===== config.mk =====
export PLATFORM = sky130hd
export DESIGN_NAME = rv32_apb_loader
export DESIGN_NICKNAME = d
export VERILOG_FILES = /design/src/logic/rv32_pkg.sv /design/src/logic/rv32_apb_loader.sv
export VERILOG_INCLUDE_DIRS = /design/src /design/src/logic
export SDC_FILE = /design/constraint.sdc
export NUM_CORES = 1
export LEC_CHECK = 0
export BUFFER_PORTS_ARGS = -buffer_cell sky130_fd_sc_hd__buf_2
export CORE_MARGIN = 3
export CORE_UTILIZATION = 31
export CTS_BUF_LIST = sky130_fd_sc_hd__clkbuf_8
export DETAILED_ROUTE_END_ITERATION = 7
export PLACE_DENSITY = 0.77
export SETUP_SLACK_MARGIN = 0.1
export SLEW_MARGIN = 20
export SYNTH_ARGS = -nofsm -noshare
export SYNTH_HDL_FRONTEND = slang
export SYNTH_SLANG_ARGS = --single-unit

===== constraint.sdc =====
create_clock -name clk -period 1.8 [get_ports clk]
set_input_delay 0.09 -clock clk [delete_from_list [all_inputs] [get_ports clk]]
set_output_delay 0.09 -clock clk [all_outputs]
set_load 0.02 [all_outputs]

===== src/logic/rv32_settings.svh =====
`ifndef RV32_SETTINGS_SVH
`define RV32_SETTINGS_SVH

// PC loaded by reset.
`define RV32_RESET_PC 32'h0000_0000

// ADDI x0, x0, 0.
`define RV32_INSTR_NOP 32'h0000_0013

// Program memory depth in 32-bit words.
`define RV32_MEM_WORDS 256

`endif


===== src/logic/rv32_pkg.sv =====
package rv32_pkg;

    // ########################################################################
    // RV32I major opcodes (instr[6:0])
    // ########################################################################
    typedef enum logic [6:0] {
        OP_LOAD   = 7'b0000011,
        OP_FENCE  = 7'b0001111,
        OP_IMM    = 7'b0010011,
        OP_AUIPC  = 7'b0010111,
        OP_STORE  = 7'b0100011,
        OP_REG    = 7'b0110011,
        OP_LUI    = 7'b0110111,
        OP_BRANCH = 7'b1100011,
        OP_JALR   = 7'b1100111,
        OP_JAL    = 7'b1101111,
        OP_SYSTEM = 7'b1110011
    } opcode_e;

    // Master that held the memory port in the last granted cycle.
    typedef enum logic {
        OWNER_FETCH  = 1'b0,
        OWNER_LOADER = 1'b1
    } mem_owner_e;

    // APB loader transfer phase.
    typedef enum logic [1:0] {
        APB_IDLE = 2'b00,  // Waiting for a setup cycle.
        APB_WAIT = 2'b01,  // Request pending, no grant yet.
        APB_DONE = 2'b10   // Completion cycle, pready high.
    } apb_phase_e;

endpackage


===== src/logic/rv32_apb_loader.sv =====
`timescale 1ns/100ps
`include "rv32_settings.svh"

module rv32_apb_loader (
    input  logic        clk,
    input  logic        reset_,
    // APB slave.
    input  logic        psel,
    input  logic        penable,
    input  logic        pwrite,
    input  logic [31:0] paddr,
    input  logic [31:0] pwdata,
    output logic        pready,
    output logic [31:0] prdata,
    output logic        pslverr,
    // Memory request toward the arbiter.
    output logic        load_req,
    output logic        load_write,
    output logic [31:0] load_addr,
    output logic [31:0] load_wdata,
    input  logic        load_grant,
    input  logic [31:0] load_rdata
);
    import rv32_pkg::*;

    apb_phase_e phase;
    logic       setup;
    logic       in_range;
    logic       err_q;

    assign setup    = psel && !penable;
    assign in_range = paddr[31:2] < 30'(`RV32_MEM_WORDS);

    // ########################################################################
    // Request side
    // ########################################################################
    // The host holds address and data for the whole transfer.
    assign load_req   = (phase == APB_WAIT) || (phase == APB_IDLE && setup && in_range);
    assign load_write = pwrite;
    assign load_addr  = paddr;
    assign load_wdata = pwdata;

    assign pready  = (phase == APB_DONE);
    assign pslverr = (phase == APB_DONE) && err_q;

    // ########################################################################
    // Transfer FSM
    // ########################################################################
    always_ff @(posedge clk) begin
        if (!reset_) begin
            phase <= APB_IDLE;
            err_q <= 1'b0;
        end else begin
            case (phase)
                APB_IDLE: begin
                    if (setup) begin
                        err_q <= !in_range;
                        if (!in_range || load_grant) begin
                            phase <= APB_DONE;    // Finish in first access cycle.
                        end else begin
                            phase <= APB_WAIT;
                        end
                    end
                end
                APB_WAIT: begin
                    if (load_grant) begin
                        phase <= APB_DONE;
                    end
                end
                default: begin
                    phase <= APB_IDLE;            // Transfer ends with pready.
                end
            endcase
        end
    end

    // Read data is taken in the grant cycle.
    always_ff @(posedge clk) begin
        if (load_grant && !pwrite) begin
            prdata <= load_rdata;
        end
    end

    assert property (@(posedge clk) disable iff (!reset_)
        pready |-> (psel && penable));

endmodule


Word level (Yosys, flattened, before mapping)
Cells that the tools add are included.
- register bits after elaboration: 35
- latch bits: 0
- memory bits (writable): 0
- memory bits (read-only): 0
- bits of input ports: 102
- output and inout port bits: 100
- memories kept: 0
- add/sub/neg operators: 0
- $mul: 0
- div/mod/pow operators: 0
- order comparisons: 1
- equality and inequality tests: 4
- shift-type cells: 0
- muxes and demuxes: 4
- bitwise gates (word level): 0
- reduce and logical (&&, ||, !) cells: 13
- operators by type and width (cell ; count):
    $lt A30 B9 Y1 const B ; 1
    $mux W2 ; 3
    $logic_and A1 B1 Y1 ; 5
    $ne A2 B2 Y1 const B ; 2
    $pmux W2 S2 ; 1
    $reduce_and A2 Y1 ; 2
    $logic_not A1 Y1 ; 3
    $eq A2 B1 Y1 const B ; 1
    $eq A2 B2 Y1 const B ; 1
    $logic_not A2 Y1 ; 1
    $logic_or A1 B1 Y1 ; 2

Depth between registers and ports, before layout
- word-level depth: 6
- mapped depth: 3

Worst setup path before layout
No wires, ideal clock.
- path type: input-to-reg
- from: in pwrite
- to: reg prdata[0] (enable)
- arrival: 1542 ps
- required time: 1375 ps
- path slack: -168 ps
- cell stages on the path: 1
- cell sequence: nor2b_1
- longest elaborated chain between the ends: 2
- ends and longest elaborated chain (what ; RTL line ; source):
    start: declaration ; rv32_apb_loader.sv:10 ; input logic pwrite,
    $logic_not A1 Y1 ; rv32_apb_loader.sv:79 ; if (load_grant && !pwrite) begin
    $logic_and A1 B1 Y1 ; rv32_apb_loader.sv:79 ;
    end signal: assignment ; rv32_apb_loader.sv:80 ; prdata <= load_rdata;
    end: declaration ; rv32_apb_loader.sv:14 ; output logic [31:0] prdata,
Every way passes these cells.
A chain may end at the register's enable or synchronous reset.

Final worst setup path
- from: reg phase[0]
- to: out load_req
- longest elaborated chain between the ends: 4
- ends and longest elaborated chain (what ; RTL line ; source):
    start: declaration ; rv32_apb_loader.sv:26 ; apb_phase_e phase;
    start signal: assignment ; rv32_apb_loader.sv:51 ; phase <= APB_IDLE;
    start signal: assignment ; rv32_apb_loader.sv:59 ; phase <= APB_DONE;
    start signal: assignment ; rv32_apb_loader.sv:61 ; phase <= APB_WAIT;
    $logic_not A2 Y1 ; rv32_apb_loader.sv:38 ; assign load_req = (phase == APB_WAIT) || (phase == APB_IDLE && setup && in_range);
    $logic_and A1 B1 Y1 (2 in series) ; rv32_apb_loader.sv:38 ;
    $logic_or A1 B1 Y1 * ; rv32_apb_loader.sv:38 ;
    end: declaration ; rv32_apb_loader.sv:17 ; output logic load_req,
Every way passes the cells marked *; elsewhere a longest branch is shown, timed or not.

==> impl_summary.md <==
Run
The number of max-cap violations is 0.

Setup path
The maximum net fanout on the critical path is 5. The data arrival time at the worst-slack endpoint is about 1400 ps. The highest cell delay on the worst timing path is between 300 and 400 ps. For this design, the slowest cell found on the critical path is dfxtp_1. The worst setup path is launched from a flip-flop. Measured in cells, the most critical reg-to-reg path has a length of 3.

The worst setup slack for register-to-register paths is 640 ps. In this run the critical register-to-register path is launched from phase[0]. Walking the worst path, the cells encountered are nor4b_4 > nand3_1 > o22ai_1 > buf_2. The kind of critical path is flip-flop to output port. Data on the critical path is required at its endpoint by roughly 1700 ps.

The endpoint of the worst-slack reg-to-reg timing path is err_q. The kind of end point of the critical path is an output port.

Synthesis
Each instance of the synthesized netlist takes up on average roughly 14 µm². The cell area that synthesis handed to floorplanning was between 1500 and 2000 µm². The number of nets in the synthesized netlist is around 230. Sequential cells were found to cover between 50 and 60% of the synthesized design area. The number of enable flip-flop cells after synthesis is 32. Synthesis handed over a netlist of about 130 instances.

The commonest register cell after synthesis is edfxtp_1. The total of flip-flops plus latches after synthesis is 35. The most common cell in the synthesized netlist is buf_4.

The yosys synthesis warning count is 0. Of all cell types, the one taking the most synthesized area is edfxtp_1. Synthesis instantiated 21 different standard cells from the library. For this run, asynchronously set or reset flops after synthesis account for 0%. After synthesis, the most frequently instantiated cells are buf_4 (65), edfxtp_1 (32), nor2b_1 (4). By area the synthesized netlist is led by edfxtp_1 (56%), buf_4 (29%), dfxtp_1 (3.5%). In this run the biggest area consumer among cell types represents 56.2% of the synthesized area.

CTS
The longest clock path from root to sink contains 2 buffers. The cell chosen for the clock root is clkbuf_8. In this run, CTS created clock tree buffers numbering 5. The clock edge transition at the registers on the reported setup and hold paths is roughly 70 ps. Buffers added to address setup during post-CTS repair amount to 0.

The H-tree was split into 2 levels. The number of gates resized after CTS was 0. The CTS tree is yes. Clock latency on the worst-skew pair, taken at its later pin, is between 200 and 300 ps.

The number of sinks handled by clock tree synthesis is 35.

Route
The wire length reported by the detailed router is approximately 4.3 mm. After detailed routing, the number of vias per cell comes to a little over 4. Wire segments on met3 add up to 467 µm in the final route. After the first detailed-routing iteration, the DRC count stood at between 50 and 60. Once detail routing completed, the nets flagged for antenna violations numbered 0. The routed design uses around 2.3 mm of met2 wire. The routed via count is approximately 1.2k.

Before antenna repair, the detailed router went through 2 iterations. The number of DRC violations after detailed routing is 0. The uppermost signal routing layer after detailed routing is met4. The length of routed wiring on met1 is 1.42 mm. The wire length per cell after detailed routing is roughly 15 µm.

Cells and area
The combined area of the multi-input logic cells is 195 µm². The antenna diode count is 0. The relative area change from synthesis to final layout is 36.7%. Of the cells placed in the final design, the portion with a size suffix greater than 1 is approximately 60%.

The sequential cells in the finished layout cover a total of 1020 µm². For this run, the post-layout net count is 319. The count of fill cells added during filler insertion is between 400 and 500.

STA
The number of failing hold endpoints at the final stage is 0. Setup repair after global routing left no endpoint under its margin. For the final routed database, the setup TNS stands at 0 ps. Between clock sinks in the finished design, the worst skew comes to approximately 0.21 ps.

The fmax is about 660 MHz. After layout, the worst path uses between 80% and 90% of the clock period. At the pin with the least slew margin, the transition time is 403 ps. Setup violations remaining at the end of the flow were counted as 0. The max-slew violation total from the final report is 0. The remaining max-slew budget at the tightest pin is between 70% and 80%. The time the worst path needs with I/O delays and setup is about 1500 ps.

Place
Once detailed placement completed, the half-perimeter wirelength came to 3.11 mm. The count of buffers added on input and output ports is 117. At the end of routability-driven placement, the weighted congestion stood at roughly 0.8.

GRT
The via count of the first global-routing pass is 1144. The initial antenna violation count was 0. The first-pass GRT wire length is a little under 6 mm. The global-route total usage across every layer is 12.5%. For this run the aggregate overflow at the end of global routing stands at 0. The pin count of the biggest net entering global routing is 33.

Worst hold path
The number of stages on the worst hold path is 2. The hold path startpoint is reset_. The class of the tightest hold or removal check is input port to flip-flop. For hold timing, the worst endpoint is err_q.

Die
The floorplan step defined a die boundary enclosing 6440 µm². The floorplan step set the die width to approximately 80 µm. The die height is about 80 µm. For this configuration, the core starts out at a cell density of approximately a third. After floorplanning, the core was divided into 26 placement rows. During I/O placement, the number of pins put on the boundary was between 200 and 250. After floorplanning, the core was sized to cover roughly 5200 µm².

Power and ir drop
The switching power is between 400 and 500 µW. The sequential share of power is a little under 50%. The clock network is responsible for between 30 and 40% of the overall power. The internal power is between 1.5 and 2 mW. The design draws approximately 2.0 mW.

Combinational logic burns ~17% of the power. The static leakage power is approximately 1.0 nW. The worst-case IR drop observed on VDD is 342 µV. In this run the power density over the cells is between 800 and 900 nW/µm². Of the total power, the share spent switching nets is approximately a quarter.

Run status
The flow ran to the end, and the final reports show no timing, DRC or antenna violations.
worst max path at each step:
stage / cells past startpoint / start / slack [ps] / end
2_1_floorplan: 1 / load_grant / 430 / prdata[0]
3_3_place_gp: 5 / paddr[31] / 490 / load_req
3_5_place_dp: 5 / paddr[31] / 470 / load_req
4_1_cts: 4 / phase[1] / 250 / load_req
5_1_grt: 4 / phase[0] / 120 / load_req
6_report: 4 / phase[0] / 290 / load_req
cells in the final DEF (no fill, tap or decap), types with 2 or more instances in the layout:
cell | Yosys | routed
dlygate4sd3_1 | 0 | 32
inv_1 | 2 | 2
nor4_1 | 3 | 3
clkbuf_8 | 0 | 5
dfxtp_1 | 3 | 3
nor2b_1 | 4 | 3
edfxtp_1 | 32 | 32
buf_2 | 0 | 117
nand4_1 | 2 | 2
per-layer routing:
layer  global-route usage [%]  vias to the layer above
met5                        0                        -
li1                         -                      554
met4                     7.60                        0
met3                     3.48                       19
met2                     23.2                       80
met1                     12.1                      533
final cells by class:
class	instances	area share (%)
Sequential cell	35	43.7
Timing Repair Buffer	150	39.1
Multi-Input combinational cell	23	8.35
Tap cell	70	3.75
Clock buffer	5	2.94
Clock inverter	3	1.87
Inverter	2	0.321
power by group through the flow:
stage | clock network [mW] | registers, mW | logic, mW
4_1_cts | 0.702 | 0.958 | 0.339
3_5_place_dp | 0 | 0.976 | 0.283
3_3_place_gp | 0 | 0.975 | 0.279
6_report | 0.683 | 0.960 | 0.339
5_1_grt | 0.747 | 0.964 | 0.362
2_1_floorplan | 0 | 1.04 | 0.238
critical path, delay by kind of cell, from the launching register on:
kind	cells	cell delay [ps]
AOI/OAI and AO/OA	1	120
buffers and inverters	1	190
DFF	1	370
and+or+nand+nor	2	470
state kept, by name, summed over array words and instances, names as in the netlist:
name / count
err_q: 1
phase: 2
prdata: 32
cell families after synthesis:
family | synth area share, %
flip-flops | 59.7
AND/OR/NAND/NOR | 8.56
buffers and inverters | 29.0
AO/OA/AOI/OAI | 2.71
stage by stage:
stage	cells	hold slack (ps)	setup slack, ps	cell area, µm²	util [%]
after floorplan	125	189	431	1710	-
after global placement	248	180	489	1900	36.6
after detailed placement	248	180	471	1900	36.6
after CTS	288	64.6	251	2340	44.9
after global routing	288	59.3	118	2340	44.9
final	288	74.9	293	2340	44.9
what timing repair did:
item / 4_1_cts / 5_1_grt
hold buffers: 32 / 0
hold endpoints to repair: 32 / 0
setup endpoints to repair: 0 / 1
(Power assumes the default switching activity.)
