`src/logic/rv32_settings.svh`:
```
`ifndef RV32_SETTINGS_SVH
`define RV32_SETTINGS_SVH

// PC loaded by reset.
`define RV32_RESET_PC 32'h0000_0000

// ADDI x0, x0, 0.
`define RV32_INSTR_NOP 32'h0000_0013

// Program memory depth in 32-bit words.
`define RV32_MEM_WORDS 256

`endif

```
`src/logic/rv32_pkg.sv`:
```
package rv32_pkg;

    // ########################################################################
    // RV32I major opcodes (instr[6:0])
    // ########################################################################
    typedef enum logic [6:0] {
        OP_LOAD   = 7'b0000011,
        OP_FENCE  = 7'b0001111,
        OP_IMM    = 7'b0010011,
        OP_AUIPC  = 7'b0010111,
        OP_STORE  = 7'b0100011,
        OP_REG    = 7'b0110011,
        OP_LUI    = 7'b0110111,
        OP_BRANCH = 7'b1100011,
        OP_JALR   = 7'b1100111,
        OP_JAL    = 7'b1101111,
        OP_SYSTEM = 7'b1110011
    } opcode_e;

    // Master that held the memory port in the last granted cycle.
    typedef enum logic {
        OWNER_FETCH  = 1'b0,
        OWNER_LOADER = 1'b1
    } mem_owner_e;

    // APB loader transfer phase.
    typedef enum logic [1:0] {
        APB_IDLE = 2'b00,  // Waiting for a setup cycle.
        APB_WAIT = 2'b01,  // Request pending, no grant yet.
        APB_DONE = 2'b10   // Completion cycle, pready high.
    } apb_phase_e;

endpackage

```
`src/logic/rv32_mem_arbiter.sv`:
```
`timescale 1ns/100ps
`include "rv32_settings.svh"

module rv32_mem_arbiter (
    input  logic                               clk,
    input  logic                               reset_,
    // Fetch master requests every cycle.
    input  logic [31:0]                        fetch_addr,
    output logic                               fetch_grant,
    output logic [31:0]                        fetch_rdata,
    // Loader master.
    input  logic                               load_req,
    input  logic                               load_write,
    input  logic [31:0]                        load_addr,
    input  logic [31:0]                        load_wdata,
    output logic                               load_grant,
    output logic [31:0]                        load_rdata,
    // Memory port.
    output logic [$clog2(`RV32_MEM_WORDS)-1:0] mem_addr,
    output logic                               mem_write,
    output logic [31:0]                        mem_wdata,
    input  logic [31:0]                        mem_rdata
);
    import rv32_pkg::*;

    localparam int ADDR_W = $clog2(`RV32_MEM_WORDS);

    mem_owner_e last_owner;

    // ########################################################################
    // Grant selection
    // ########################################################################
    // Fetch always asks, so the loader only wins after a fetch-owned cycle.
    assign load_grant  = load_req && (last_owner == OWNER_FETCH);
    assign fetch_grant = !load_grant;

    always_ff @(posedge clk) begin
        if (!reset_) begin
            last_owner <= OWNER_FETCH;
        end else begin
            last_owner <= load_grant ? OWNER_LOADER : OWNER_FETCH;
        end
    end

    // ########################################################################
    // Memory port steering
    // ########################################################################
    assign mem_addr  = load_grant ? load_addr[2 +: ADDR_W]
                                  : fetch_addr[2 +: ADDR_W];  // Byte to word index.
    assign mem_write = load_grant && load_write;
    assign mem_wdata = load_wdata;

    // Read data is shared; each master qualifies it with its grant.
    assign fetch_rdata = mem_rdata;
    assign load_rdata  = mem_rdata;

    assert property (@(posedge clk) disable iff (!reset_)
        !(fetch_grant && load_grant));

    // A write only reaches memory for a pending loader request.
    assert property (@(posedge clk) disable iff (!reset_)
        mem_write |-> (load_grant && load_req && load_write));

endmodule

```
`config.mk`:
```
export PLATFORM = sky130hd
export DESIGN_NAME = rv32_mem_arbiter
export DESIGN_NICKNAME = d
export VERILOG_FILES = /design/src/logic/rv32_pkg.sv /design/src/logic/rv32_mem_arbiter.sv
export VERILOG_INCLUDE_DIRS = /design/src /design/src/logic
export SDC_FILE = /design/constraint.sdc
export NUM_CORES = 1
export LEC_CHECK = 0
export ABC_AREA = 1
export BUFFER_PORTS_ARGS = -buffer_cell sky130_fd_sc_hd__buf_2
export CAP_MARGIN = 20
export CELL_PAD_IN_SITES_DETAIL_PLACEMENT = 0
export CELL_PAD_IN_SITES_GLOBAL_PLACEMENT = 1
export CORE_MARGIN = 8
export CORE_UTILIZATION = 10
export CTS_CLUSTER_SIZE = 20
export DETAILED_ROUTE_END_ITERATION = 8
export PLACE_DENSITY_LB_ADDON = 0.05
export SLEW_MARGIN = 20
export SYNTH_ARGS = -nofsm -noshare
export SYNTH_HDL_FRONTEND = slang
export SYNTH_SLANG_ARGS = --single-unit
export TNS_END_PERCENT = 30
```
`constraint.sdc`:
```
create_clock -name clk -period 1.2 [get_ports clk]
set_input_delay 0.3 -clock clk [delete_from_list [all_inputs] [get_ports clk]]
set_output_delay 0.3 -clock clk [all_outputs]
set_load 0.02 [all_outputs]
```
After elaboration in Yosys (flattened, before gate mapping)
Cells that the tools add are included.

Logic and storage cells: 7. Register bits after elaboration: 1. Input port bits: 132. Output and inout port bits: 107.

Multiplexer cells: 2. Bitwise gates (word level): 1. Reduce and logical (&&, ||, !) cells: 3.

Operators with widths (count): 2-to-1 mux 8 bit (1); logical AND 1 bit (2); logical NOT 1 bit (1); 2-to-1 mux 1 bit (1); inverter 1 bit (1).

Depth between registers and ports, before layout
Gate-level depths: netlist (run 1).

Word-level depth: 3. Mapped depth: 5. Mapped depth without buffers: 4.

Worst setup path before layout (run 1)
OpenSTA, ideal clock, no wires.

Path type: register to output. Start: register last_owner. End: output port mem_write. Slack: 0.006 ns. Arrival: 0.894 ns. Data required time: 0.900 ns. Cell stages (with the launch flop): 5. Path buffers: 1. Path through: dfxtp_1 inv_2 nand2_4 buf_6 nor2_1.

Cells in the longest elaborated chain, start to end: 3.

Ends and longest elaborated chain: start, declared (RTL line rv32_mem_arbiter.sv:28) `mem_owner_e last_owner;`; start signal, assigned (RTL line rv32_mem_arbiter.sv:41) `last_owner <= load_grant ? OWNER_LOADER : OWNER_FETCH;`; inverter 1 bit (RTL line rv32_mem_arbiter.sv:34) `assign load_grant = load_req && (last_owner == OWNER_FETCH);`; logical AND 1 bit (RTL line rv32_mem_arbiter.sv:34); logical AND 1 bit (RTL line rv32_mem_arbiter.sv:50) `assign mem_write = load_grant && load_write;`; end, declared (RTL line rv32_mem_arbiter.sv:20) `output logic mem_write,`.

No other way between the ends.

Worst setup path after layout (run 1)
Start: input port load_req. End: output port mem_addr[5].

Cells in the longest elaborated chain, start to end: 2.

Ends and longest elaborated chain: start, declared (RTL line rv32_mem_arbiter.sv:12) `input logic load_req,`; logical AND 1 bit (RTL line rv32_mem_arbiter.sv:34); 2-to-1 mux 8 bit (RTL line rv32_mem_arbiter.sv:48) `assign mem_addr = load_grant ? load_addr[2 +: ADDR_W]`; end, declared (RTL line rv32_mem_arbiter.sv:19) `` output logic [$clog2(`RV32_MEM_WORDS)-1:0] mem_addr, ``.

No other way between the ends.

==> metrics.csv, run 1 <==
metric;value;unit
status;complete, no violations;
crit_path_start_kind;input port;
via_count;401;
dp_slack;-0.0334;ns
critical_path.slowest_cell;buf_4;
wl_per_cell;11.5;µm
rsz0062_at_grt;yes;
seqCellArea;20.0;µm²
path_class;input port to output pin;
largest_reg_flops;1;
slew_headroom;91.3;%
arrival;0.87;ns
netlist_area;897;µm²
core;0.00872;mm²
reg_top3;last_owner (1);
worstHoldPathCells;3;
gp_congestion;0.558;
dpl-instance-area;502;µm²
min_from;reset_;
rows;34;
ff2ff_path_depth;4;
port_buffers;30;
ys_ff_latch;1;
cts_hold_buf;0;
period_share;97.5;%
crit_top_cell;buf_4;
final_area;533;µm²
drc;0;
slowest_delay;0.15;ns
clock.fmax;854;MHz
power_density;439;mW/mm²
period_needed;1.17;ns
largest_register;last_owner;
total_power;0.234;mW
hold_ws;0.529;ns
grt_pass1_vias;431;
drt_iter0_drc;12;
die_h;111;µm
antenna_found_initial;0;
start_util;10.3;%
syn-num-nets;262;
syn2layout_area_growth;-40.6;%
place_hpwl;1780;µm
yosysSeqAreaShare;2.23;%
endpoint_kind;output pin;
tightest_slew;0.130;ns
finalNonFillerCells;175;
ir_drop;0.0000701;V
first_pass_iters;2;
skew;0;ns
ant_nets;0;
worst-r2r-setup-slack;0.41;ns
crit_family;buffers and inverters;
rr_startpoint;last_owner;
reg2reg_to;last_owner;
multi_input_area;133;µm²
diodes;0;
cp_num_buf_inv;3;
setup_ws;0.0295;ns
grt_use_total;2.87;%
min_to;last_owner;
worstPathCellList;buf_4, buf_12, nand3_1, nand2_1, buf_4;
setup_viol;0;
maxSlewViolCount;0;
leakagePower;0.267;nW
overflow;0;
via_per_inst;2.29;
placed_cells;175;
synthesis.instances;130;
grt_pass1_wl;2880;µm
yosysUniqueCellTypes;9;
clk_pin_slew;0;ns
crit_cells;5;
hold_class;input port to register;
ys_warn_count;0;
drive_above_1_share;56.7;%
die_w;111;µm
nets;201;
post_cts_buffers;0;
fillers;1023;
cp_max_fo;6;
hold_viol;0;
die_area;0.0123;mm²
grt_max_degree;13;
cap_violations;0;
layout_common_cells;24 x buf_2, 16 x nand2_1, 9 x buf_4;
clock_latency;0;ns
avgSynthCellArea;6.90;µm²
ios;239;
routed_wl;2010;µm
crit_required;0.90;ns
final_common_cell;buf_2;
metrics by stage:
stage	util, %	setup TNS (ns)
2_1_floorplan	-	0
3_3_place_gp	5.75	-0.275
3_5_place_dp	5.75	-0.116
5_1_grt	6.11	-0.0160
4_1_cts	5.88	0
6_report	6.11	0
power breakdown:
part,total [mW],internal [mW],switching (mW),leakage (nW)
sequential,0.0378,0.0359,0.00186,0.00829
combinational,0.196,0.0902,0.106,0.259
clock,0,0,0,0
kinds of logic after synthesis:
kind of cell | after synthesis | synth area share (%)
and+or+nand+nor | 27 | 13.3
DFF | 1 | 2.23
buffers and inverters | 102 | 84.5
worst register-to-register path, cell delays in order (launching register included):
cell and delay [ns]:
dfxtp_1 0.35, inv_4 0.08, nand2_8 0.11, buf_4 0.12, nor2_1 0.03
synth_stat cells, drive strengths merged:
master  instances  area [µm²]
nand2          17        71.3
nor2            2        7.51
dfxtp           1        20.0
nand3           8        40.0
inv             4        15.0
buf            98         743
routing by layer:
| layer | vias to the layer above | global-route usage (%) | share of wire (%) |
|---|---|---|---|
| met1 | 170 | 2.06 | 26 |
| met4 | 0 | 1.80 | 2.7 |
| met2 | 44 | 5.33 | 52 |
| met5 | - | 0 | 0 |
| li1 | 172 | - | - |
| met3 | 15 | 1.95 | 19 |
what timing repair did:
item / in CTS / in global routing
setup endpoints to repair: 8 / 6
pin swaps: 0 / 0
cloned: 0 / 0
gates resized for setup: 2 / 7
hold endpoints to repair: 0 / 0
layout make-up:
cell class / instances / share of cell area [%]
timing repair buffer: 35 / 42.7
inverter: 4 / 3.29
tap: 108 / 25.4
sequential: 1 / 3.76
multi-input combinational: 27 / 24.9
worst max-delay path by stage:
stage               startpoint           to
global route          load_req  mem_addr[5]
finish                load_req  mem_addr[5]
global placement      load_req  mem_addr[1]
detailed placement    load_req  mem_addr[7]
floorplan           last_owner    mem_write
CTS                 last_owner  mem_addr[1]
(Power assumes the default switching activity.)
==> inputs of run 2 (changes only) <==
==> constraint.sdc (replaced) <==
create_clock -name clk -period 1.2 [get_ports clk]
set_input_delay 0.24 -clock clk [delete_from_list [all_inputs] [get_ports clk]]
set_output_delay 0.24 -clock clk [all_outputs]
set_load 0.02 [all_outputs]
==> metrics.csv, run 2 (synthesis results as in run 1) <==
metric;value;unit
hold_ws;0.470;ns
die_w;111;µm
tightest_slew;0.167;ns
fillers;1038;
core;0.00872;mm²
status;complete, no violations;
dp_slack;0.0634;ns
syn2layout_area_growth;-44.1;%
grt_max_degree;13;
drc;0;
overflow;0;
routed_wl;2030;µm
clock.fmax;906;MHz
crit_path_start_kind;input port;
rsz0062_at_grt;yes;
finalNonFillerCells;175;
via_count;389;
drive_above_1_share;55.2;%
die_area;0.0123;mm²
slew_headroom;88.9;%
via_per_inst;2.22;
grt_use_total;2.91;%
fin_tns_setup;0;ns
diodes;0;
grt_pass1_vias;458;
ir_drop;0.0000725;V
period_needed;1.10;ns
cp_max_fo;12;
place_hpwl;1820;µm
largest_register;last_owner;
ios;239;
wl_per_cell;11.6;µm
rows;34;
layout_common_cells;30 x buf_2, 16 x nand2_1, 8 x nand3_1;
first_pass_iters;2;
clk_pin_slew;0;ns
worst-r2r-setup-slack;0.38;ns
antenna_found_initial;0;
grt_pass1_wl;2900;µm
maxSlewViolCount;0;
crit_required;0.96;ns
hold_viol;0;
leakagePower;0.260;nW
final_common_cell;buf_2;
power_density;433;mW/mm²
setup_viol;0;
total_power;0.217;mW
clock_latency;0;ns
port_buffers;30;
gp_congestion;0.625;
dpl-instance-area;502;µm²
setup_ws;0.0964;ns
reg_top3;last_owner (1);
hold_class;input port to register;
ant_nets;0;
endpoint_kind;output pin;
post_cts_buffers;0;
start_util;10.3;%
nets;201;
placed_cells;175;
fin_util;5.75;%
arrival;0.86;ns
period_share;92.0;%
path_class;input port to output pin;
drt_iter0_drc;11;
final_area;502;µm²
cap_violations;0;
die_h;111;µm
largest_reg_flops;1;
skew;0;ns
## run 2: cell counts in the layout (fill, tap and decap cells not counted)
Identical to the previous run, type by type.
## run 2: cell type report
cell class	instances	area (µm²)	area share, %
sequential	1	20.0	3.99
multi-input combinational	27	119	23.7
inverter	4	15.0	2.99
tap	108	135	26.9
timing repair buffer	35	213	42.4
## run 2: worst paths after layout
| path | from | to | depth (start not counted) |
|---|---|---|---|
| min | reset_ | last_owner | 3 |
| min reg2reg | last_owner | last_owner | 4 |
| max | load_req | mem_addr[7] | 5 |
| max reg2reg | last_owner | last_owner | 4 |
## run 2: metal layers
| metal | GRT usage [%] | vias up | share of wire (%) |
|---|---|---|---|
| li1 | - | 171 | - |
| met1 | 2.16 | 157 | 27 |
| met2 | 5.41 | 46 | 52 |
| met3 | 1.84 | 15 | 18 |
| met4 | 1.80 | 0 | 2.7 |
| met5 | 0 | - | 0 |
## run 2: timing repair
action / CTS / global route
resized for setup: 0 / 0
setup endpoints to repair: 0 / 1
hold buffers: 0 / 0
## run 2: power breakdown
group | internal, mW | switching [mW] | total (mW)
Combinational | 0.0779 | 0.103 | 0.181
Sequential | 0.0359 | 0.000949 | 0.0368
Clock | 0 | 0 | 0
Total | 0.114 | 0.104 | 0.217
## run 2: critical path: stages
cell,delay [ns]
buf_2,0.15
nand2_4,0.17
nand2_1,0.07
nand2_1,0.07
buf_2,0.16
==> inputs of run 3 (changes only) <==
--- a/config.mk
+++ b/config.mk
@@ -15,6 +15,7 @@
 export CORE_UTILIZATION = 10
 export CTS_CLUSTER_SIZE = 20
 export DETAILED_ROUTE_END_ITERATION = 8
+export MAX_ROUTING_LAYER = met4
 export PLACE_DENSITY_LB_ADDON = 0.05
 export SLEW_MARGIN = 20
 export SYNTH_ARGS = -nofsm -noshare
==> constraint.sdc (replaced) <==
create_clock -name clk -period 1.2 [get_ports clk]
set_input_delay 0.24 -clock clk [delete_from_list [all_inputs] [get_ports clk]]
set_output_delay 0.24 -clock clk [all_outputs]
set_load 0.005 [all_outputs]
==> metrics.csv, run 3 (synthesis results as in run 1) <==
metric;value;unit
nets;199;
rows;34;
drive_above_1_share;53.8;%
core;0.00872;mm²
period_share;88.7;%
routed_wl;2160;µm
die_h;111;µm
fin_tns_setup;0;ns
maxSlewViolCount;0;
seqCellArea;20.0;µm²
drt_iter0_drc;23;
period_needed;1.06;ns
cts_hold_buf;0;
clock_latency;0;ns
power.switching;0.0685;mW
arrival;0.82;ns
reg2reg_to;last_owner;
multi_input_area;119;µm²
place_hpwl;1910;µm
path_class;register to output pin;
p_int;0.104;mW
grt_pass1_vias;466;
post_cts_resize_count;0;
gp_congestion;0.623;
ir_drop;0.0000578;V
crit_top_cell;nand2_1;
leakagePower;0.245;nW
port_buffers;30;
crit_path_end;mem_addr[3];
slew_headroom;88.8;%
overflow;0;
first_pass_iters;2;
tightest_slew;0.168;ns
grt_pass1_wl;3030;µm
ant_nets;0;
clock.fmax;939;MHz
die_w;111;µm
syn2layout_area_growth;-47.1;%
via_per_inst;2.26;
swShare;39.7;%
skew;0;ns
clk_pin_slew;0;ns
p_comb_share;78.8;%
largest_register;last_owner;
share_seq_of_total_power;21.2;%
ff2ff_path_depth;3;
hold_class;input port to register;
diodes;0;
clkPwrFrac;0;%
crit_required;0.96;ns
rsz0062_at_grt;no;
ios;239;
grt_max_degree;13;
post_cts_buffers;0;
layout_common_cells;30 x buf_2, 16 x nand2_1, 8 x nand3_1;
fillers;1043;
rr_startpoint;last_owner;
worst-r2r-setup-slack;0.47;ns
critical_path.slowest_cell;dfxtp_1;
die_area;0.0123;mm²
min_from;reset_;
status;complete, no violations;
reg_top3;last_owner (1);
setup_viol;0;
power_density;364;mW/mm²
crit_path_start_kind;register;
setup_ws;0.135;ns
final_common_cell;buf_2;
via_count;391;
cap_violations;0;
start_util;10.3;%
largest_reg_flops;1;
drc;0;
wl_per_cell;12.5;µm
dp_slack;0.103;ns
startpoint;last_owner;
endpoint_kind;output pin;
slowest_delay;0.29;ns
grt_use_total;3.19;%
antenna_found_initial;0;
hold_viol;0;
cp_max_fo;12;
worstPathCellList;inv_2, nand2_4, nand2_1, nand2_1, buf_2;
[run 3: cell type report]
cell class                 instances  area share, %
inverter                           4           3.17
multi-input combinational         27           25.1
sequential                         1           4.22
tap                              108           28.5
timing repair buffer              33           39.1
[run 3: worst min-delay path by stage]
stage          slack [ns]  depth (start not counted)       endpoint
3_3_place_gp         0.47                          3     last_owner
2_1_floorplan        0.35                          2     last_owner
4_1_cts              0.48                          0  mem_wdata[29]
5_1_grt              0.48                          0  mem_wdata[15]
3_5_place_dp         0.48                          0  mem_wdata[29]
6_report             0.47                          3     last_owner
[run 3: power by group through the flow]
stage,clock network (mW),logic [mW],registers [mW]
after floorplan,0,0.316,0.0365
after global placement,0,0.146,0.0368
after detailed placement,0,0.141,0.0367
after CTS,0,0.141,0.0367
after global routing,0,0.155,0.0369
final,0,0.136,0.0367
[run 3: layer usage]
metal | vias up | share of wire [%] | GRT usage (%)
li1 | 167 | - | -
met1 | 164 | 29 | 2.47
met2 | 46 | 51 | 5.76
met3 | 14 | 17 | 1.79
met4 | 0 | 2.5 | 1.80
met5 | - | 0 | -
[run 3: metrics by stage]
| stage | instance area (µm²) | power (mW) | cells | hold slack [ns] | utilization (%) |
|---|---|---|---|---|---|
| floorplan | 897 | 0.353 | 130 | 0.352 | - |
| global placement | 474 | 0.182 | 173 | 0.474 | 5.44 |
| detailed placement | 474 | 0.178 | 173 | 0.480 | 5.44 |
| CTS | 474 | 0.178 | 173 | 0.480 | 5.44 |
| global route | 474 | 0.192 | 173 | 0.480 | 5.44 |
| finish | 474 | 0.173 | 173 | 0.469 | 5.44 |
[run 3: worst max-delay path, delay by kind of cell, from the launching register on]
family	cells	cell delay (ns)
buffers and inverters	2	0.25
flip-flops	1	0.29
AND/OR/NAND/NOR	3	0.27
