## src/logic/rv32_settings.svh

```systemverilog
`ifndef RV32_SETTINGS_SVH
`define RV32_SETTINGS_SVH

// PC loaded by reset.
`define RV32_RESET_PC 32'h0000_0000

// ADDI x0, x0, 0.
`define RV32_INSTR_NOP 32'h0000_0013

// Program memory depth in 32-bit words.
`define RV32_MEM_WORDS 256

`endif

```

## src/logic/rv32_pkg.sv

```systemverilog
package rv32_pkg;

    // ########################################################################
    // RV32I major opcodes (instr[6:0])
    // ########################################################################
    typedef enum logic [6:0] {
        OP_LOAD   = 7'b0000011,
        OP_FENCE  = 7'b0001111,
        OP_IMM    = 7'b0010011,
        OP_AUIPC  = 7'b0010111,
        OP_STORE  = 7'b0100011,
        OP_REG    = 7'b0110011,
        OP_LUI    = 7'b0110111,
        OP_BRANCH = 7'b1100011,
        OP_JALR   = 7'b1100111,
        OP_JAL    = 7'b1101111,
        OP_SYSTEM = 7'b1110011
    } opcode_e;

    // Master that held the memory port in the last granted cycle.
    typedef enum logic {
        OWNER_FETCH  = 1'b0,
        OWNER_LOADER = 1'b1
    } mem_owner_e;

    // APB loader transfer phase.
    typedef enum logic [1:0] {
        APB_IDLE = 2'b00,  // Waiting for a setup cycle.
        APB_WAIT = 2'b01,  // Request pending, no grant yet.
        APB_DONE = 2'b10   // Completion cycle, pready high.
    } apb_phase_e;

endpackage

```

## src/logic/rv32_fetch.sv

```systemverilog
`timescale 1ns/100ps
`include "rv32_settings.svh"

module rv32_fetch (
    input  logic        clk,
    input  logic        reset_,
    input  logic        stall,
    input  logic        branch_mispredicted,
    input  logic [31:0] branch_pc,
    input  logic        fetch_grant,
    input  logic [31:0] fetch_rdata,
    output logic [31:0] fetch_addr,
    output logic [31:0] pc_out,
    output logic [31:0] instr_out,
    output logic        valid_out,
    output logic        branch_predicted_taken_out
);
    import rv32_pkg::*;

    logic [31:0] next_pc;
    logic [31:0] pc;

    opcode_e     opcode;
    logic        sign;
    logic [31:0] imm_j;
    logic [31:0] imm_b;
    logic        predict_taken;
    logic [31:0] pc_offset;

    // ########################################################################
    // Current fetch address
    // ########################################################################
    assign pc         = branch_mispredicted ? branch_pc : next_pc;  // Redirect wins.
    assign fetch_addr = pc;

    // ########################################################################
    // Static predictor on the word being read this cycle
    // ########################################################################
    assign opcode = opcode_e'(fetch_rdata[6:0]);
    assign sign   = fetch_rdata[31];

    // J-type immediate.
    assign imm_j = {{12{sign}}, fetch_rdata[19:12], fetch_rdata[20],
                    fetch_rdata[30:21], 1'b0};
    // B-type immediate.
    assign imm_b = {{20{sign}}, fetch_rdata[7], fetch_rdata[30:25],
                    fetch_rdata[11:8], 1'b0};

    always_comb begin
        predict_taken = 1'b0;
        pc_offset     = 32'd4;
        case (opcode)
            OP_JAL: begin
                predict_taken = 1'b1;             // Always taken.
                pc_offset     = imm_j;
            end
            OP_BRANCH: begin
                if (sign) begin                   // Backward branch, loop guess.
                    predict_taken = 1'b1;
                    pc_offset     = imm_b;
                end
            end
            default: begin
            end
        endcase
    end

    // ########################################################################
    // PC and output registers
    // ########################################################################
    always_ff @(posedge clk) begin
        if (!reset_) begin
            next_pc                    <= `RV32_RESET_PC;
            pc_out                     <= `RV32_RESET_PC;
            instr_out                  <= `RV32_INSTR_NOP;
            valid_out                  <= 1'b0;
            branch_predicted_taken_out <= 1'b0;
        end else if (stall) begin
            next_pc <= pc;                            // Keep a redirect seen while held.
        end else if (fetch_grant) begin
            next_pc                    <= pc + pc_offset;
            pc_out                     <= pc;
            instr_out                  <= fetch_rdata;
            valid_out                  <= 1'b1;
            branch_predicted_taken_out <= predict_taken;
        end else begin
            next_pc                    <= pc;         // Lost the port, retry.
            valid_out                  <= 1'b0;       // Bubble.
            branch_predicted_taken_out <= 1'b0;
        end
    end

    // A taken prediction always travels with a valid instruction.
    assert property (@(posedge clk) disable iff (!reset_)
        branch_predicted_taken_out |-> valid_out);

endmodule

```

## config.mk

```make
export PLATFORM = sky130hd
export DESIGN_NAME = rv32_fetch
export DESIGN_NICKNAME = d
export VERILOG_FILES = /design/src/logic/rv32_pkg.sv /design/src/logic/rv32_fetch.sv
export VERILOG_INCLUDE_DIRS = /design/src /design/src/logic
export SDC_FILE = /design/constraint.sdc
export NUM_CORES = 1
export LEC_CHECK = 0
export BUFFER_PORTS_ARGS = -buffer_cell sky130_fd_sc_hd__buf_2
export CAP_MARGIN = 20
export CORE_AREA = 2 2 120 99
export DETAILED_ROUTE_END_ITERATION = 8
export DIE_AREA = 0 0 122 101
export PLACE_DENSITY = 0.79
export SYNTH_ARGS = -nofsm -noshare
export SYNTH_HDL_FRONTEND = slang
export SYNTH_SLANG_ARGS = --single-unit
```

## constraint.sdc

```tcl
create_clock -name clk -period 5.4 [get_ports clk]
set_input_delay 1.08 -clock clk [delete_from_list [all_inputs] [get_ports clk]]
set_output_delay 1.08 -clock clk [all_outputs]
set_load 0.02 [all_outputs]
```

Word level (Yosys, flattened, before mapping)
Cells that the tools add are included.
{"block": "word_totals", "mem_bits_ro": 0, "output_inout_bits": 98, "ramBits": 0, "regBits": 98, "inputBits": 69, "latch_bits": 0, "memories": 0}
{"block": "op_classes", "n_reduce_logical": 1, "n_lt_le_gt_ge": 0, "add_sub_neg": 1, "n_eq_ne": 2, "n_mux": 9, "bitwise_logic": 1, "div": 0, "n_shift": 0, "n_mul": 0}
{"op": "$mux 32", "n": 4}
{"op": "$pmux 32 s2", "n": 1}
{"op": "$add 32x32->32", "n": 1}
{"op": "$eq 7x7->1 const B", "n": 2}
{"op": "$mux 1", "n": 3}
{"op": "$pmux 1 s2", "n": 1}
{"op": "$reduce_and 2->1", "n": 1}
{"op": "$not 1->1", "n": 1}

Depth between registers and ports, before layout
Gate-level depths: netlist (run 1).
{"block": "logic_depth", "word_depth": 5, "depth_mapped": 16, "mapped_depth_nobuf": 14}

Least setup slack after synthesis (run 1)
Ideal clock, no wire load.
{"block": "synth_path", "path_kind": "input to register", "startpoint": "input branch_mispredicted", "endpoint": "register next_pc[31]", "arrival_ns": 4.518, "cell_stages": 16, "path_slack_ns": 0.767, "setup_time_ns": 0.115, "path_cell_list": "buf_6 -> buf_12 -> buf_2 -> buf_2 -> mux2i_1 -> inv_1 -> ha_1 -> fa_1 -> a211oi_1 -> o21ai_1 -> nand3_1 -> a21oi_1 -> o211a_1 -> nor4_1 -> nor3_1 -> o21a_1"}
{"block": "synth_via", "elab_chain_len": 4}
{"item": "start, declared", "line_no": "rv32_fetch.sv:8", "rtl": "input logic branch_mispredicted,"}
{"item": "$mux 32", "line_no": "rv32_fetch.sv:33", "rtl": "assign pc = branch_mispredicted ? branch_pc : next_pc;"}
{"item": "net fetch_addr[1]", "line_no": "rv32_fetch.sv:12", "rtl": "output logic [31:0] fetch_addr,"}
{"item": "$add 32x32->32", "line_no": "rv32_fetch.sv:81", "rtl": "next_pc <= pc + pc_offset;"}
{"item": "$mux 32", "line_no": "rv32_fetch.sv:80", "rtl": "end else if (fetch_grant) begin"}
{"item": "$mux 32", "line_no": "rv32_fetch.sv:78", "rtl": "end else if (stall) begin"}
{"item": "end signal, assigned", "line_no": "rv32_fetch.sv:79", "rtl": "next_pc <= pc;"}
{"item": "end signal, assigned", "line_no": "rv32_fetch.sv:81"}
{"item": "end signal, assigned", "line_no": "rv32_fetch.sv:87", "rtl": "next_pc <= pc;"}
{"item": "end, declared", "line_no": "rv32_fetch.sv:20", "rtl": "logic [31:0] next_pc;"}
The timed path passes the listed nets, and every way through them passes these cells.
A chain may end at the register's enable or synchronous reset.

Final worst setup path (run 1)
{"block": "layout_path", "startpoint": "input fetch_rdata[1]", "endpoint": "register next_pc[22]"}
{"block": "layout_via", "elab_chain_len": 5, "word_cells_on_any_way": 6, "cone_classes": "add/sub (1); eq/ne (2); mux (3)"}
{"item": "start, declared", "line_no": "rv32_fetch.sv:11", "rtl": "input logic [31:0] fetch_rdata,"}
{"item": "$eq 7x7->1", "line_no": "rv32_fetch.sv:52", "rtl": "case (opcode)"}
{"item": "$pmux 32 s2 *", "line_no": "rv32_fetch.sv:52"}
{"item": "$add 32x32->32 *", "line_no": "rv32_fetch.sv:81"}
{"item": "$mux 32 *", "line_no": "rv32_fetch.sv:80"}
{"item": "$mux 32 *", "line_no": "rv32_fetch.sv:78"}
Every way passes the cells marked *; elsewhere a longest branch is shown, timed or not.

==> results of run 1 <==
-- cells in the mapped netlist (all sizes together) (3+ instances only) --
| cell type | count |
|---|---|
| a211o | 3 |
| a211oi | 36 |
| a21boi | 3 |
| a21o | 19 |
| a21oi | 59 |
| a22o | 4 |
| a31oi | 6 |
| and3 | 8 |
| buf | 17 |
| clkbuf | 27 |
| dfxtp | 98 |
| ha | 20 |
| inv | 35 |
| mux2 | 6 |
| mux2i | 34 |
| nand2 | 96 |
| nand3 | 23 |
| nand4 | 9 |
| nor2 | 75 |
| nor2b | 8 |
| nor3 | 13 |
| nor3b | 4 |
| nor4 | 7 |
| o211ai | 7 |
| o21a | 7 |
| o21ai | 28 |
| o21bai | 4 |
| o22ai | 7 |
| or3 | 5 |
| xnor2 | 6 |
| xor2 | 4 |
-- logic make-up after synthesis --
| logic type | Yosys count |
|---|---|
| mux | 40 |
| flops | 98 |
| xor+xnor | 10 |
| simple gates | 260 |
| buf+inv | 79 |
| fa+ha+maj | 21 |
| compound gates | 196 |
-- final timing paths --
check                  from            end  slack, ns
min           instr_out[10]  instr_out[10]       0.45
max          fetch_rdata[1]    next_pc[22]       1.23
min reg2reg   instr_out[10]  instr_out[10]       0.45
max reg2reg      next_pc[1]    next_pc[31]       2.28
-- placed cells by master, fill, tap and decap left out, types with 3 or more instances in the layout --
cell type  synthesis  final
mux2i_4            7      7
clkbuf_16          0      9
a211o_1            3      3
o21a_1             7      7
nand4_1            9      9
nor3_1            13     13
nand3_1           23     23
inv_1             26     26
xnor2_1            6      6
mux2i_1           26     26
a31oi_1            5      5
inv_2              9      9
o21bai_1           4      4
nand2_1           96     96
nor2_1            75     75
a21o_1            19     19
mux2_2             6      6
nor2b_1            8      7
a22o_1             4      4
buf_4              0      8
nor4_1             6      6
buf_2              5    166
xor2_1             4      4
a21oi_1           58     58
o21ai_1           11     11
ha_1              20     20
dfxtp_1           98     98
o21ai_0           17     17
a211oi_1          36     36
o22ai_1            6      6
and3_1             8      8
or3_1              4      4
nor3b_1            3      3
o211ai_1           7      7
-- registers in the layout, summed over array words and instances, names as in the netlist --
signal	flops
instr_out	32
pc_out	32
branch_predicted_taken_out	1
valid_out	1
next_pc	32
-- layer usage --
| layer | vias up | routed length, um | GRT usage (%) |
|---|---|---|---|
| li1 | 2798 | - | - |
| met1 | 2551 | 7950 | 40.6 |
| met2 | 227 | 6760 | 36.1 |
| met3 | 15 | 1300 | 6.17 |
| met4 | 0 | 194 | 6.54 |
| met5 | - | 0 | 0 |
-- report_power, final --
part	switching [mW]	internal, mW
clock network	0.280	0.374
logic	0.257	0.138
registers	0.0187	0.768
-- layout make-up --
type / count / area share (%)
clock inverter: 5 / 0.911
sequential: 98 / 28.6
tap: 148 / 2.70
multi-input combinational: 527 / 49.1
clock buffer: 11 / 3.53
inverter: 35 / 1.91
timing repair buffer: 175 / 13.3
-- through the flow --
stage | utilization (%) | hold WS, ns | power (mW)
final | 61.5 | 0.451 | 1.84
after global routing | 61.5 | 0.478 | 1.92
after CTS | 61.5 | 0.454 | 1.84
after detailed placement | 58.8 | 0.445 | 1.19
after global placement | 58.8 | 0.438 | 1.19
after floorplan | - | 0.477 | 1.06
-- critical path: cells and delay by family --
kind | cells | cell delay (ns)
compound gates | 4 | 1.15
fa+ha+maj | 1 | 0.33
buf+inv | 2 | 0.28
mux | 1 | 0.27
simple gates | 8 | 1.23
==> flow_summary.json, run 1 <==
{
  "reg2regPathDepth": 12,
  "root_buffer": "clkbuf_16",
  "final-max-slew-violation-count": 0,
  "initial_core_util_pct": 50.7,
  "antennaDiodeCount": 0,
  "grt_pass1_wl_um": 25700,
  "maxCapViolCount": 0,
  "rsz0062_at_grt": "false",
  "crit_path_cell_trace": "buf_2 -> and4b_1 -> nand2_1 -> nor2_1 -> buf_4 -> nor2_1 -> nor2b_1 -> ha_1 -> a2111oi_0 -> o21a_1 -> nor2_1 -> a31oi_4 -> o21a_1 -> mux2i_1 -> nand3_1 -> nor3b_1",
  "io_pins": 167,
  "area_growth_pct": 21.4,
  "dp_cells": 983,
  "synth_edf_count": 0,
  "finalCritPeriodShare_pct": 77.2,
  "finalSetupViolCount": 0,
  "cts-hold-fix-buffers": 0,
  "crit_type": "input port to flop",
  "grt_antenna_before_repair": 0,
  "ys.flop_type": "dfxtp_1",
  "fp.dieH_um": 101,
  "clk_latency_ns": 0.34,
  "max_stage_delay_ns": 0.41,
  "viasPerCell": 5.60,
  "crit_fanout": 13,
  "stdcell_area_mm2": 0.00687,
  "detailedPlace.worstSlack_ns": 0.904,
  "cp-start-kind": "input port",
  "period_needed_ns": 4.17,
  "async_reset_ff_share_pct": 0,
  "required_ns": 5.59,
  "final_nets": 936,
  "cpMaxStageDelayCell": "nor2_1",
  "ir_drop_uv": 194,
  "synth_area_per_cell_um2": 8.04,
  "gp_congestion": 1.01,
  "place_area_mm2": 0.00656,
  "dp_hpwl_um": 12100,
  "cp.arrival_ns": 4.35,
  "drc": 0,
  "yosysUniqueCellTypes": 65,
  "skew_ns": 0.00844,
  "register_area_mm2": 0.00196,
  "p_leak_nw": 3.29,
  "slew_headroom_pct": 31.1,
  "grt_overflow_total": 0,
  "tns_ns": 0,
  "cts_tree": "built",
  "cts_buffers": 9,
  "cts_buffer_depth": 2,
  "synth_top_family_by_area": "compound AO/OA/AOI/OAI gates",
  "timing.fmax_mhz": 240,
  "powerDensity_mw_per_mm2": 267,
  "layout_setup_ws_ns": 1.23,
  "routedWlPerCell_um": 16.2,
  "synthSimpleGateAreaFrac_pct": 21.4,
  "ys_seq_area_share_pct": 34.7,
  "io_buffer_count": 166,
  "synth_top_area_share_pct": 34.7,
  "first_pass_iters": 5,
  "synth_top_cell_by_area": "dfxtp_1",
  "synthesis.nets": 794,
  "grt_pass1_vias": 4927,
  "die-area_mm2": 0.0123,
  "hold_violations": 0,
  "rows": 35,
  "synthCells": 704,
  "synth_compound_gate_area_share_pct": 22.9,
  "grt_start_max_net_pins": 84,
  "status": "complete, no violations",
  "drtAntennaViolNets": 0,
  "cp_common_cell": "nor2_1",
  "drive_above_1_share_pct": 26.4,
  "ys_top_cells_by_area": "dfxtp_1 (35%), nand2_1 (6.4%), a21oi_1 (5.1%), nor2_1 (5.0%), a211oi_1 (4.8%)",
  "yosys_warnings": 0,
  "ctsResizeCount": 0,
  "synthesis.area_mm2": 0.00566,
  "path_clk_slew_ns": 0.07,
  "tightest_slew_ns": 1.03,
  "worstHoldPathType": "flop to flop",
  "via_count": 5591,
  "filler_cell_count": 1041,
  "synth_xor_area_share_pct": 1.55,
  "grt.total_usage_pct": 26.2,
  "fin_cells": 999,
  "die_w_um": 122,
  "setup.worst_path.end_class": "flop",
  "min_delay_path_depth": 2,
  "core_area_mm2": 0.0112,
  "wl_um": 16200,
  "post-cts-setup-buffer-count": 0,
  "synth-seq-cells": 98,
  "drtIter0Drc": 377,
  "synthAdderAreaFrac_pct": 4.77,
  "htree_levels": 3,
  "clock_sinks": 98,
  "synth_mux_area_share_pct": 8.82,
  "multi_input_area_mm2": 0.00337
}
(Power assumes the default switching activity.)
==> inputs of run 2 (changes only) <==
--- a/config.mk
+++ b/config.mk
@@ -6,12 +6,13 @@
 export SDC_FILE = /design/constraint.sdc
 export NUM_CORES = 1
 export LEC_CHECK = 0
+export ABC_AREA = 1
 export BUFFER_PORTS_ARGS = -buffer_cell sky130_fd_sc_hd__buf_2
 export CAP_MARGIN = 20
 export CORE_AREA = 2 2 120 99
 export DETAILED_ROUTE_END_ITERATION = 8
 export DIE_AREA = 0 0 122 101
-export PLACE_DENSITY = 0.79
+export PLACE_DENSITY = 0.8
 export SYNTH_ARGS = -nofsm -noshare
 export SYNTH_HDL_FRONTEND = slang
 export SYNTH_SLANG_ARGS = --single-unit
==> constraint.sdc (replaced) <==
create_clock -name clk -period 3.9 [get_ports clk]
set_input_delay 0.78 -clock clk [delete_from_list [all_inputs] [get_ports clk]]
set_output_delay 0.78 -clock clk [all_outputs]
set_load 0.02 [all_outputs]
==> flow_summary.json, run 2 <==
{
  "status": "complete, no violations",
  "gp_congestion": 0.971,
  "fin_util_pct": 63.2,
  "yosysUniqueCellTypes": 39,
  "drtAntennaViolNets": 0,
  "yosysMostFrequentCell": "nand2_1",
  "tightest_slew_ns": 0.751,
  "crit_path_cell_trace": "buf_2 -> nand2_1 -> nor2_4 -> buf_4 -> nand3_1 -> o21ai_0 -> ha_1 -> fa_1 -> a21oi_1 -> o21ai_0 -> a21oi_1 -> o21ai_0 -> nand2_1 -> nand2_1 -> nand3_1 -> nand3_1 -> nand2_1 -> nor2_1 -> nor2_1",
  "critical-path-top-delay-family": "simple AND/OR/NAND/NOR gates",
  "drtIter0Drc": 401,
  "cts-hold-fix-buffers": 0,
  "required_ns": 4.14,
  "synth-seq-cells": 98,
  "async_reset_ff_share_pct": 0,
  "synth_edf_count": 0,
  "die-area_mm2": 0.0123,
  "final-max-slew-violation-count": 0,
  "r2r_start": "next_pc[1]",
  "synth_area_per_cell_um2": 6.46,
  "crit_buf_inv": 2,
  "final_cell_mix": "nand2_1 (237), buf_2 (166), o21ai_0 (98), dfxtp_1 (98), inv_1 (94)",
  "timing.rr.end": "next_pc[25]",
  "ctsResizeCount": 0,
  "r2r_slack_ns": 1.21,
  "yosys_warnings": 0,
  "ys.flop_type": "dfxtp_1",
  "area_growth_pct": 22.0,
  "finalSetupViolCount": 0,
  "post-cts-setup-buffer-count": 0,
  "final_nets": 1136,
  "final_common_cell": "nand2_1",
  "io_buffer_count": 166,
  "reg2regPathDepth": 16,
  "cpMaxStageDelayCell": "o21ai_0",
  "synthesis.area_mm2": 0.00579,
  "clk_latency_ns": 0.35,
  "grt_antenna_before_repair": 0,
  "ys_top_cells_by_area": "dfxtp_1 (34%), nand2_1 (15%), o21ai_0 (8.5%), inv_1 (6.2%), nor2_1 (6.0%)",
  "grt_pass1_vias": 5760,
  "path_clk_slew_ns": 0.07,
  "worstHoldPathType": "flop to flop",
  "via_count": 6310,
  "reg.largest.list": "instr_out: 32 flops, next_pc: 32 flops, pc_out: 32 flops",
  "max_stage_delay_ns": 0.33,
  "ir_drop_uv": 294,
  "crit_fanout": 12,
  "rows": 35,
  "setup.worst_path.end_class": "flop",
  "min_delay_path_depth": 2,
  "rsz0062_at_grt": "false",
  "antennaDiodeCount": 0,
  "slew_headroom_pct": 49.9,
  "routedWlPerCell_um": 14.3,
  "hold_violations": 0,
  "die_w_um": 122,
  "synth_top_cell_by_area": "dfxtp_1",
  "grt.total_usage_pct": 28.3,
  "powerDensity_mw_per_mm2": 363,
  "drc": 0,
  "io_pins": 167,
  "wl_um": 17100,
  "grt_pass1_wl_um": 27800,
  "p_leak_nw": 3.86,
  "finalCritPeriodShare_pct": 85.4,
  "synth_top_area_share_pct": 33.9,
  "cp.arrival_ns": 3.57,
  "cts_buffers": 9,
  "root_buffer": "clkbuf_16",
  "timing.fmax_mhz": 300,
  "grt_overflow_total": 0,
  "synth_commonest_cells": "nand2_1 (237), dfxtp_1 (98), o21ai_0 (98), inv_1 (95), nor2_1 (92)",
  "crit_type": "input port to flop",
  "min_from": "instr_out[0]",
  "clock_sinks": 98,
  "hold_end": "instr_out[0]",
  "period_needed_ns": 3.33,
  "cts_buffer_depth": 2,
  "skew_ns": 0.0106,
  "synthCells": 896,
  "core_area_mm2": 0.0112,
  "cp_common_cell": "nand2_1",
  "synthesis.nets": 986,
  "ys_seq_area_share_pct": 33.9,
  "initial_core_util_pct": 51.8,
  "htree_levels": 3,
  "tns_ns": 0,
  "viasPerCell": 5.26,
  "fp.dieH_um": 101,
  "cp-start-kind": "input port",
  "maxCapViolCount": 0,
  "grt_start_max_net_pins": 87,
  "drive_above_1_share_pct": 21.3,
  "cts_tree": "built",
  "first_pass_iters": 8,
  "dp_hpwl_um": 13000
}
[run 2: cell count changes after synthesis, moves of 26 or more]
cell	delta
inv_1	+69
nand3_1	+27
o21ai_0	+81
mux2i_1	-26
nand2_1	+141
a211oi_1	-35
[run 2: worst max path at each step]
| stage | start | end | slack [ns] | cells after the start |
|---|---|---|---|---|
| 2_1_floorplan | branch_mispredicted | next_pc[25] | 0.44 | 19 |
| 3_3_place_gp | fetch_rdata[6] | next_pc[29] | 0.35 | 19 |
| 3_5_place_dp | fetch_rdata[6] | next_pc[29] | 0.24 | 19 |
| 4_1_cts | fetch_rdata[6] | next_pc[29] | 0.60 | 19 |
| 5_1_grt | fetch_rdata[6] | next_pc[29] | 0.18 | 20 |
| 6_report | fetch_rdata[6] | next_pc[29] | 0.57 | 19 |
[run 2: routing by layer]
layer / wire, um / global-route usage [%] / share of wire [%] / up-vias
met1: 8050 / 39.6 / 47 / 2819
met3: 1450 / 7.35 / 8.5 / 25
met2: 7330 / 44.0 / 43 / 239
met4: 252 / 6.28 / 1.5 / 0
li1: - / - / - / 3227
met5: 0 / 0 / 0 / -
[run 2: stage by stage]
step           instance area, um2  hold slack, ns  total power [mW]  setup slack, ns  instances
5_1_grt                      7060           0.486              2.68            0.180       1199
2_1_floorplan                5790           0.462              1.47            0.441        896
3_5_place_dp                 6750           0.447              1.66            0.239       1183
4_1_cts                      7060           0.465              2.56            0.603       1199
6_report                     7060           0.464              2.56            0.570       1199
3_3_place_gp                 6750           0.443              1.65            0.349       1183
[run 2: area by class of cell]
type	count	area, um2
Clock buffer	9	225
Clock inverter	7	76.3
Fill cell	1097	4110
Inverter	98	368
Multi-Input combinational cell	658	3280
Sequential cell	98	1960
Tap cell	148	185
Timing Repair Buffer	181	956
[run 2: kinds of logic (layout without fill, tap and decap cells)]
group	Yosys count	in the layout	synth area share, %
AO/OA/AOI/OAI	209	209	19.7
XOR/XNOR	13	13	1.97
adder cells (fa/ha/maj)	21	21	4.67
buffers and inverters	140	295	9.47
flip-flops	98	98	33.9
AND/OR/NAND/NOR	415	415	30.2
[run 2: power by group]
| part | internal [mW] | leakage, nW | switching (mW) |
|---|---|---|---|
| Sequential | 1.07 | 0.810 | 0.0262 |
| Clock | 0.503 | 0.148 | 0.413 |
| Combinational | 0.176 | 2.90 | 0.370 |
[run 2: worst reg2reg max path, cell delays in order (launching register included)]
cell	delay (ns)
dfxtp_1	0.30
nand2_1	0.07
nand2_1	0.12
ha_1	0.25
fa_1	0.40
a21oi_1	0.22
o21ai_0	0.17
a21oi_1	0.22
o21ai_0	0.17
nand2_1	0.11
nand2_1	0.11
nand2_1	0.09
nand2_1	0.06
nand2_1	0.05
nand2_1	0.04
o21bai_1	0.14
inv_1	0.04
